[src/design/bcd_pkg.sv]
`default_nettype none

// Types for the decimal counting datapath and the published window result
package bcd_pkg;

    ////////////////////////////////////////
    // Sizes
    ////////////////////////////////////////

    // Upper bound on the digit count, fixes the result width
    localparam int MAX_DIGITS = 8;

    // Window sequence number width
    localparam int SEQ_W = 8;

    ////////////////////////////////////////
    // Digit types
    ////////////////////////////////////////

    // One decimal digit, legal values 0 to 9
    typedef logic [3:0] bcd_digit_t;

    // Last legal digit value before the wrap
    localparam bcd_digit_t BCD_MAX = 4'd9;

    // Least significant digit at index 0
    typedef bcd_digit_t [MAX_DIGITS-1:0] bcd_vector_t;

    // Published at the end of every gate window
    typedef struct packed {
        bcd_vector_t      digits;
        logic             overflow;
        logic [SEQ_W-1:0] seq;
    } window_result_t;

endpackage

`default_nettype wire

[src/design/gate_ctrl_pkg.sv]
`default_nettype none

// Gate controller state and the strobes it hands to the counter
package gate_ctrl_pkg;

    ////////////////////////////////////////
    // Controller state
    ////////////////////////////////////////

    // IDLE holds everything cleared, COUNT runs back-to-back windows
    typedef enum logic {
        IDLE  = 1'b0,
        COUNT = 1'b1
    } gate_state_t;

    ////////////////////////////////////////
    // Counter control
    ////////////////////////////////////////

    typedef struct packed {
        logic clear;   // hold counter at zero
        logic close;   // last window cycle, restart from zero
    } count_ctrl_t;

endpackage

`default_nettype wire

[src/design/bcd_counter.sv]
`timescale 1ns/1ps
`default_nettype none

module bcd_counter #(
    parameter int DIGITS = 8
) (
    input  logic                       clk,
    input  logic                       rst_n,
    input  gate_ctrl_pkg::count_ctrl_t ctrl,
    input  logic                       count_strobe,
    output bcd_pkg::bcd_vector_t       count_digits,
    output logic                       count_overflow
);

    // carry[i] is the increment request into digit i
    logic [DIGITS:0] carry;

    // Either control strobe zeroes the whole count
    logic zero_all;

    logic overflow_q;

    assign zero_all = ctrl.clear | ctrl.close;
    assign carry[0] = count_strobe;

    ////////////////////////////////////////
    // Digit chain
    ////////////////////////////////////////

    for (genvar i = 0; i < DIGITS; i++) begin : g_digit
        bcd_pkg::bcd_digit_t digit_q;

        // All lower digits at 9 and a strobe present
        assign carry[i+1] = carry[i] & (digit_q == bcd_pkg::BCD_MAX);

        always_ff @(posedge clk or negedge rst_n) begin
            if (!rst_n) begin
                digit_q <= '0;
            end else if (zero_all) begin
                digit_q <= '0;
            end else if (carry[i]) begin
                if (digit_q == bcd_pkg::BCD_MAX) begin
                    digit_q <= '0;
                end else begin
                    digit_q <= digit_q + 4'd1;
                end
            end
        end

        assign count_digits[i] = digit_q;

        a_digit_legal: assert property (
            @(posedge clk) disable iff (!rst_n)
            digit_q <= bcd_pkg::BCD_MAX
        );
    end

    // Unused upper digits read as zero
    for (genvar j = DIGITS; j < bcd_pkg::MAX_DIGITS; j++) begin : g_unused
        assign count_digits[j] = '0;
    end

    ////////////////////////////////////////
    // Sticky overflow
    ////////////////////////////////////////

    always_ff @(posedge clk or negedge rst_n) begin
        if (!rst_n) begin
            overflow_q <= 1'b0;
        end else if (zero_all) begin
            overflow_q <= 1'b0;
        end else if (carry[DIGITS]) begin
            // Top digit wrapped, stays set until the window closes
            overflow_q <= 1'b1;
        end
    end

    assign count_overflow = overflow_q;

endmodule

`default_nettype wire

[src/design/gate_controller.sv]
`timescale 1ns/1ps
`default_nettype none

module gate_controller #(
    parameter int DIGITS = 8
) (
    input  logic                          clk,
    input  logic                          rst_n,
    input  logic                          en,
    input  logic                          gate_last,
    input  bcd_pkg::bcd_vector_t          count_digits,
    input  logic                          count_overflow,
    output logic                          timer_run,
    output gate_ctrl_pkg::count_ctrl_t    ctrl,
    output bcd_pkg::window_result_t       result,
    output logic                          result_valid
);

    gate_ctrl_pkg::gate_state_t state_q;

    logic [bcd_pkg::SEQ_W-1:0] seq_q;

    // Count with unused digits forced to zero
    bcd_pkg::bcd_vector_t masked_digits;

    ////////////////////////////////////////
    // State machine
    ////////////////////////////////////////

    always_ff @(posedge clk or negedge rst_n) begin
        if (!rst_n) begin
            state_q <= gate_ctrl_pkg::IDLE;
        end else begin
            case (state_q)
                gate_ctrl_pkg::IDLE: begin
                    if (en) begin
                        state_q <= gate_ctrl_pkg::COUNT;
                    end
                end
                gate_ctrl_pkg::COUNT: begin
                    if (!en) begin
                        state_q <= gate_ctrl_pkg::IDLE;
                    end
                end
                default: state_q <= gate_ctrl_pkg::IDLE;
            endcase
        end
    end

    assign timer_run = (state_q == gate_ctrl_pkg::COUNT);

    // Close on the last window cycle, drops a strobe in that cycle
    always_comb begin
        ctrl.clear = (state_q == gate_ctrl_pkg::IDLE);
        ctrl.close = (state_q == gate_ctrl_pkg::COUNT) && gate_last;
    end

    ////////////////////////////////////////
    // Result capture
    ////////////////////////////////////////

    always_comb begin
        masked_digits = '0;
        for (int i = 0; i < DIGITS && i < bcd_pkg::MAX_DIGITS; i++) begin
            masked_digits[i] = count_digits[i];
        end
    end

    always_ff @(posedge clk or negedge rst_n) begin
        if (!rst_n) begin
            result       <= '0;
            result_valid <= 1'b0;
            seq_q        <= '0;
        end else begin
            result_valid <= ctrl.close;
            if (ctrl.close) begin
                result.digits   <= masked_digits;
                result.overflow <= count_overflow;
                result.seq      <= seq_q;
            end
            // Numbering restarts with every enable
            if (state_q == gate_ctrl_pkg::IDLE) begin
                seq_q <= '0;
            end else if (ctrl.close) begin
                seq_q <= seq_q + 1'b1;
            end
        end
    end

    a_valid_after_count: assert property (
        @(posedge clk) disable iff (!rst_n)
        result_valid |-> $past(state_q == gate_ctrl_pkg::COUNT)
    );

endmodule

`default_nettype wire

[src/design/gate_timer.sv]
`timescale 1ns/1ps
`default_nettype none

module gate_timer #(
    parameter int GATE_CYCLES = 80000
) (
    input  logic clk,
    input  logic rst_n,
    input  logic timer_run,
    output logic gate_last
);

    localparam int CNT_W = (GATE_CYCLES > 1) ? $clog2(GATE_CYCLES) : 1;

    localparam logic [CNT_W-1:0] LAST_CNT = CNT_W'(GATE_CYCLES - 1);

    // Index of the current cycle within the window
    logic [CNT_W-1:0] cnt_q;

    ////////////////////////////////////////
    // Window counter
    ////////////////////////////////////////

    always_ff @(posedge clk or negedge rst_n) begin
        if (!rst_n) begin
            cnt_q <= '0;
        end else if (!timer_run) begin
            cnt_q <= '0;
        end else if (cnt_q == LAST_CNT) begin
            // Next window starts immediately
            cnt_q <= '0;
        end else begin
            cnt_q <= cnt_q + 1'b1;
        end
    end

    // Counter may still hold a stale value in the cycle run drops
    assign gate_last = timer_run && (cnt_q == LAST_CNT);

    // Window index never runs past the last cycle
    a_cnt_in_window: assert property (
        @(posedge clk) disable iff (!rst_n)
        cnt_q <= LAST_CNT
    );

endmodule

`default_nettype wire

[src/design/pulse_counter_top.sv]
`timescale 1ns/1ps
`default_nettype none

module pulse_counter_top #(
    parameter int GATE_CYCLES = 80000,
    parameter int DIGITS      = 8
) (
    input  logic                    clk,
    input  logic                    rst_n,
    input  logic                    en,
    input  logic                    pulse,
    output bcd_pkg::window_result_t result,
    output logic                    result_valid
);

    logic                       count_strobe;
    logic                       timer_run;
    logic                       gate_last;
    gate_ctrl_pkg::count_ctrl_t ctrl;
    bcd_pkg::bcd_vector_t       count_digits;
    logic                       count_overflow;

    ////////////////////////////////////////
    // Input conditioning
    ////////////////////////////////////////

    pulse_edge_detect edge_i (
        .clk          (clk),
        .rst_n        (rst_n),
        .pulse        (pulse),
        .count_strobe (count_strobe)
    );

    ////////////////////////////////////////
    // Window timing and control
    ////////////////////////////////////////

    gate_timer #(
        .GATE_CYCLES (GATE_CYCLES)
    ) timer_i (
        .clk       (clk),
        .rst_n     (rst_n),
        .timer_run (timer_run),
        .gate_last (gate_last)
    );

    gate_controller #(
        .DIGITS (DIGITS)
    ) ctrl_i (
        .clk            (clk),
        .rst_n          (rst_n),
        .en             (en),
        .gate_last      (gate_last),
        .count_digits   (count_digits),
        .count_overflow (count_overflow),
        .timer_run      (timer_run),
        .ctrl           (ctrl),
        .result         (result),
        .result_valid   (result_valid)
    );

    // Decimal count of strobes in the open window
    bcd_counter #(
        .DIGITS (DIGITS)
    ) counter_i (
        .clk            (clk),
        .rst_n          (rst_n),
        .ctrl           (ctrl),
        .count_strobe   (count_strobe),
        .count_digits   (count_digits),
        .count_overflow (count_overflow)
    );

endmodule

`default_nettype wire

[src/design/pulse_edge_detect.sv]
`timescale 1ns/1ps
`default_nettype none

module pulse_edge_detect (
    input  logic clk,
    input  logic rst_n,
    input  logic pulse,
    output logic count_strobe
);

    // Synchronizer stages
    logic sync1_q;
    logic sync2_q;

    // Previous synchronized level
    logic level_q;

    logic strobe_q;

    always_ff @(posedge clk or negedge rst_n) begin
        if (!rst_n) begin
            sync1_q  <= 1'b0;
            sync2_q  <= 1'b0;
            level_q  <= 1'b0;
            strobe_q <= 1'b0;
        end else begin
            sync1_q  <= pulse;
            sync2_q  <= sync1_q;
            level_q  <= sync2_q;
            // Rising edge of the synchronized level
            strobe_q <= sync2_q & ~level_q;
        end
    end

    assign count_strobe = strobe_q;

    // One strobe per edge, never back to back
    a_strobe_single: assert property (
        @(posedge clk) disable iff (!rst_n)
        count_strobe |=> !count_strobe
    );

endmodule

`default_nettype wire

[config.mk]
export PLATFORM = sky130hd
export DESIGN_NAME = pulse_counter_top
export DESIGN_NICKNAME = d
export VERILOG_FILES = /design/src/design/bcd_pkg.sv /design/src/design/gate_ctrl_pkg.sv /design/src/design/bcd_counter.sv /design/src/design/gate_controller.sv /design/src/design/gate_timer.sv /design/src/design/pulse_counter_top.sv /design/src/design/pulse_edge_detect.sv
export SDC_FILE = /design/constraint.sdc
export NUM_CORES = 1
export LEC_CHECK = 0
export BUFFER_PORTS_ARGS = -buffer_cell sky130_fd_sc_hd__buf_2
export CORE_MARGIN = 8
export CORE_UTILIZATION = 59
export DETAILED_ROUTE_END_ITERATION = 8
export PLACE_DENSITY = 0.88
export RECOVER_POWER = 50
export SYNTH_ARGS = -nofsm -noshare
export SYNTH_HDL_FRONTEND = slang
export SYNTH_HIERARCHICAL = 1
export SYNTH_SLANG_ARGS = --single-unit
[constraint.sdc]
create_clock -name clk -period 3.7 [get_ports clk]
set_clock_uncertainty 0.15 [all_clocks]
set_input_delay 0.185 -clock clk [delete_from_list [all_inputs] [get_ports clk]]
set_output_delay 0.185 -clock clk [all_outputs]
set_load 0.01 [all_outputs]
Word level (Yosys, flattened, before mapping)
Index checks and enable logic that the tools add are counted.
{"block": "word_totals", "reg_bits": 105, "latch_bits": 0, "ramBits": 0, "rom_bits": 0, "in_bits": 4, "out_inout_bits": 42, "wordCells": 101, "n_memories": 0}
{"block": "classes", "addsub": 10, "n_mul": 0, "n_div": 0, "order_cmp": 0, "n_eq_ne": 10, "shifts": 0, "mux": 31, "bitwise": 12, "n_reduce_logical": 11}
{"op": "$mux W4", "n": 24}
{"op": "$mux W17", "n": 2}
{"op": "$add A4 B1 Y4 const B", "n": 8}
{"op": "$eq A4 B4 Y1 const B", "n": 8}
{"op": "$reduce_bool A2 Y1", "n": 9}
{"op": "$add A17 B1 Y17 const B", "n": 1}
{"op": "$eq A17 B17 Y1 const B", "n": 1}
{"op": "$mux W8", "n": 2}
{"op": "$and A1 B1 Y1", "n": 9}
{"op": "$add A8 B1 Y8 const B", "n": 1}
{"op": "$mux W1", "n": 3}
{"op": "$logic_and A1 B1 Y1", "n": 2}
{"op": "$ne A2 B1 Y1 const B", "n": 1}
{"op": "$not A1 Y1", "n": 2}
{"op": "$or A1 B1 Y1", "n": 1}

Logic depth before layout (Yosys ltp)
{"block": "depth", "ltp_word": 11, "mapped_depth": 15, "depth_no_buf": 11}

By module
The synthesis kept the hierarchy.
{"module": "bcd_counter", "instances": 1, "cells_each": 214, "area_each_um2": 1975.6, "seq_area_each_um2": 825.8}
{"module": "gate_controller", "instances": 1, "cells_each": 129, "area_each_um2": 1951.9, "seq_area_each_um2": 1276.2}
{"module": "gate_timer", "instances": 1, "cells_each": 85, "area_each_um2": 870.8, "seq_area_each_um2": 425.4}
{"module": "pulse_edge_detect", "instances": 1, "cells_each": 5, "area_each_um2": 113.9, "seq_area_each_um2": 100.1}

Worst setup path after synthesis
No wires, ideal clock.
{"block": "synth_timing", "path_type": "register to register", "start": "reg timer_i.cnt_q[0]", "end": "reg counter_i.g_digit[5].digit_q[2]", "setup_time_ns": 0.126, "arrival_time_ns": 2.564, "t_required_ns": 3.424, "path_slack_ns": 0.860, "stages_incl_launch_ff": 16, "n_path_buf": 4, "synth_period_minus_slack_ns": 2.840, "cell_sequence": "dfrtp_1 -> ha_1 -> nand4_4 -> or2_4 -> nor4_1 -> and2_1 -> buf_6 -> nand2_2 -> buf_2 -> inv_1 -> or2_2 -> clkbuf_1 -> clkbuf_1 -> nor2_1 -> o21ai_0 -> mux2i_1"}
{"element": "from (decl)", "line": "gate_timer.sv:18", "text": "logic [CNT_W-1:0] cnt_q;"}
{"element": "from (signal assigned)", "line": "gate_timer.sv:33", "text": "cnt_q <= cnt_q + 1'b1;"}
{"element": "to (signal assigned)", "line": "bcd_counter.sv:45", "text": "digit_q <= digit_q + 4'd1;"}
{"element": "to (decl)", "line": "bcd_counter.sv:31", "text": "bcd_pkg::bcd_digit_t digit_q;"}

==> run_results.csv <==
group,metric,value,unit
timing,finalSetupViolCount,0,
place,numPortBuffers,45,
timing,layout_min_cycle_time,3060,ps
synth,ys_types,54,
worst_setup_path,crit_required,3800,ps
global_routing,grt_pass1_wl,16300,µm
route,antenna_left,0,
pwr,switchingPower,0.434,mW
timing,finalWorstSetupSlack,642,ps
synth,yosysSeqAreaShare,0.535,
timing,fin_crit_sh,0.827,
clock_network,htreeDepth,3,
timing,fin_tns_setup,0,ps
layout,nNetsFinal,502,
worst_hold_path,hold_path_end,"edge_i/sync2_q",
synth,synth_top_area_share,0.535,
worst_setup_path,critPathCaptureType,"flip-flop",
synth,synth-edff-count,0,
route,first_iter_violations,276,
synth,yosys.area.top_type,"dfrtp_1",
clock_network,cts_setup_buffers,0,
pwr,p_per_area,370,nW/µm²
place,post-place-ws,653,ps
global_routing,overflow,0,
worst_setup_path,path_max_fanout,32,
worst_setup_path,cp_num_buf_inv,1,
route,drt_wl_total,9740,µm
pwr,power_frac_clock,0.394,
synth,syn_area_per_cell,11.3,µm²
synth,ys.flop_type,"dfrtp_1",
worst_setup_path,worstRegToRegCells,10,
worst_hold_path,min-delay-path-class,"reg2reg",
pwr,p_comb_frac,0.026,
timing,worstMarginPinSlew,1630,ps
timing,grt_setup_unrepaired,"no",
pwr,swShare,0.217,
worst_setup_path,cpPeakStageDelay,530,ps
pwr,p_leak,2.48,nW
worst_setup_path,worstReg2RegStart,"timer_i/cnt_q[0]",
layout,drive_gt1_frac,0.144,
global_routing,grt_max_degree,68,
worst_setup_path,worstSetupPathDepth,10,
floorplanning,io_pins,46,
pwr,p_seq_frac,0.580,
clock_network,cts_resized,0,
outcome,status,"finished with violations",
synth,synth_fp_nets,455,
global_routing,track_usage,0.173,
global_routing,antenna_found_initial,0,
clock_network,numCtsBuffers,9,
route,vias,3466,
place,dpl.hpwl,6500,µm
synth,yosys_warnings,6,
place,gp_congestion,0.879,
clock_network,hold_buffers,3,
timing,relSlewSlack,-0.0839,
floorplanning,die_w,107,µm
clock_network,clk_path_buf_depth,2,
floorplanning,die_area,11500,µm²
route,drc,0,
timing,finalHoldViolCount,0,
clock_network,root_buffer,"clkbuf_8",
clock_network,cts_tree,"built",
synth,synth.area.top_cells,"dfrtp_1 53%, mux2_2 8.7%, ha_1 4.6%",
clock_network,cts_sinks,105,
floorplanning,dieHeight,107,µm
layout,fin_cells,590,
floorplanning,start_util,0.604,
floorplanning,rows,33,
global_routing,grt_pass1_vias,3411,
layout,synthToLayoutAreaGrowth,10.0,%
layout,nFillCells,603,
worst_setup_path,crit_type,"reg2reg",
worst_hold_path,min-delay-start,"edge_i/sync1_q",
timing,max_freq,0.327,GHz
worst_setup_path,reg2reg_to,"counter_i/g_digit[6].digit_q[2]",
outcome,violations,"max-capacitance violations, max-slew violations",
job,cap_violations,1,
floorplanning,coreArea,8130,µm²
synth,synth_area,4910,µm²
synth,synth_common_cells,"105 x dfrtp_1, 38 x mux2_2, 37 x nor2_1, 23 x a21oi_1",
route,wl_per_cell,16.5,µm
worst_setup_path,r2r_setup_slack,640,ps
worst_setup_path,cp_top_family,"simple AND/OR/NAND/NOR gates",
worst_setup_path,crit_path_top_delay_cell,"or2_2",
pwr,p_int,1.57,mW
worst_setup_path,startpoint_type,"flip-flop",
clock_network,insertion_delay,360,ps
worst_setup_path,crit_arrival,3160,ps
worst_hold_path,hold_depth,0,
synth,synth_most_common_cell,"dfrtp_1",
timing,slew_viol_final,68,
synth,async_flop_share,1.00,
route,vias_per_cell,5.87,
clock_network,path_clk_slew,90,ps
layout,num_antenna_cells,0,
synth,postSynthCellCount,433,
synth,ys_ff_latch,105,
layout,post-route-util,0.665,
place,dp.cells,571,
worst_setup_path,crit_path_cell_trace,"ha_1 -> nand4_4 -> or2_4 -> nor4_1 -> and2_1 -> nand2_2 -> inv_1 -> or2_2 -> nor3_1 -> a41o_1",
pwr,ir_drop,0.000231,V
route,dr.pass1.iters,4,
metal layers:
metal  global-route usage  routed length [µm]  vias to the layer above
met1                0.222                4230                     1728
met5                    0                   0                        -
li1                     -                   -                     1631
met4               0.0653                 163                        0
met2                0.285                4820                       90
met3               0.0300                 518                       17
layout by cell type, fill, tap and decap left out, types with 8 or more instances in the layout:
master    instances
xnor2_1          15
or3_1             8
dfrtp_1         105
ha_1             18
inv_1            15
clkbuf_8         10
clkbuf_1         43
nand2_1          21
mux2_2           38
nor3_1           17
o21ai_0          21
a21oi_1          23
nor2_1           37
nand3_1          16
stage by stage:
step	hold WS [ps]	power, mW	instance area [µm²]
2_1_floorplan	-261	1.20	4910
3_3_place_gp	143	1.23	5210
3_5_place_dp	146	1.24	5210
4_1_cts	208	2.02	5470
5_1_grt	233	2.07	5410
6_report	204	2.00	5410
cell type report:
cell class,instances,area [µm²],area share
Tap cell,105,131,0.0243
Clock buffer,10,138,0.0255
Sequential cell,105,2630,0.486
Timing Repair Buffer,52,229,0.0424
Multi-Input combinational cell,296,2130,0.394
Clock inverter,6,90.1,0.0167
Inverter,16,60.1,0.0111
sequential cells by signal (all words and copies together) (netlist names):
signal and cells:
ctrl_i/result 41, counter_i/g_digit.digit_q 32, timer_i/cnt_q 17, ctrl_i/seq_q 8, counter_i/count_overflow 1, ctrl_i/result_valid 1, ctrl_i/timer_run 1, edge_i/count_strobe 1
edge_i/level_q 1, edge_i/sync1_q 1, edge_i/sync2_q 1
worst max path at each step:
stage                                start                               to  slack [ps]
after floorplan           timer_i/cnt_q[0]  counter_i/g_digit[5].digit_q[2]         860
after global placement    timer_i/cnt_q[0]  counter_i/g_digit[6].digit_q[2]         820
after detailed placement  timer_i/cnt_q[0]  counter_i/g_digit[6].digit_q[2]         650
after CTS                 timer_i/cnt_q[0]  counter_i/g_digit[6].digit_q[2]         620
after global routing      timer_i/cnt_q[0]  counter_i/g_digit[6].digit_q[2]         490
final                     timer_i/cnt_q[0]  counter_i/g_digit[6].digit_q[2]         640
worst reg2reg max path, stage by stage (launching register included):
cell and delay (ps):
dfrtp_1 390, ha_1 270, nand4_4 160, or2_4 280
nor4_1 270, and2_1 350, nand2_2 100, inv_1 90
or2_2 530, nor3_1 110, a41o_1 260
power by group through the flow:
stage                     clock network [mW]  registers (mW)  logic [mW]
after floorplan                            0            1.18      0.0224
after global placement                     0            1.18      0.0495
after detailed placement                   0            1.18      0.0525
after CTS                              0.801            1.16      0.0554
after global routing                   0.845            1.16      0.0603
final                                  0.789            1.16      0.0525
cell families after synthesis:
group,Yosys count,synth area share
simple gates,151,0.172
flops,105,0.535
compound gates,59,0.0729
mux,47,0.106
buf+inv,32,0.0301
xor+xnor,21,0.0374
fa+ha+maj,18,0.0458
(Power assumes the default switching activity.)
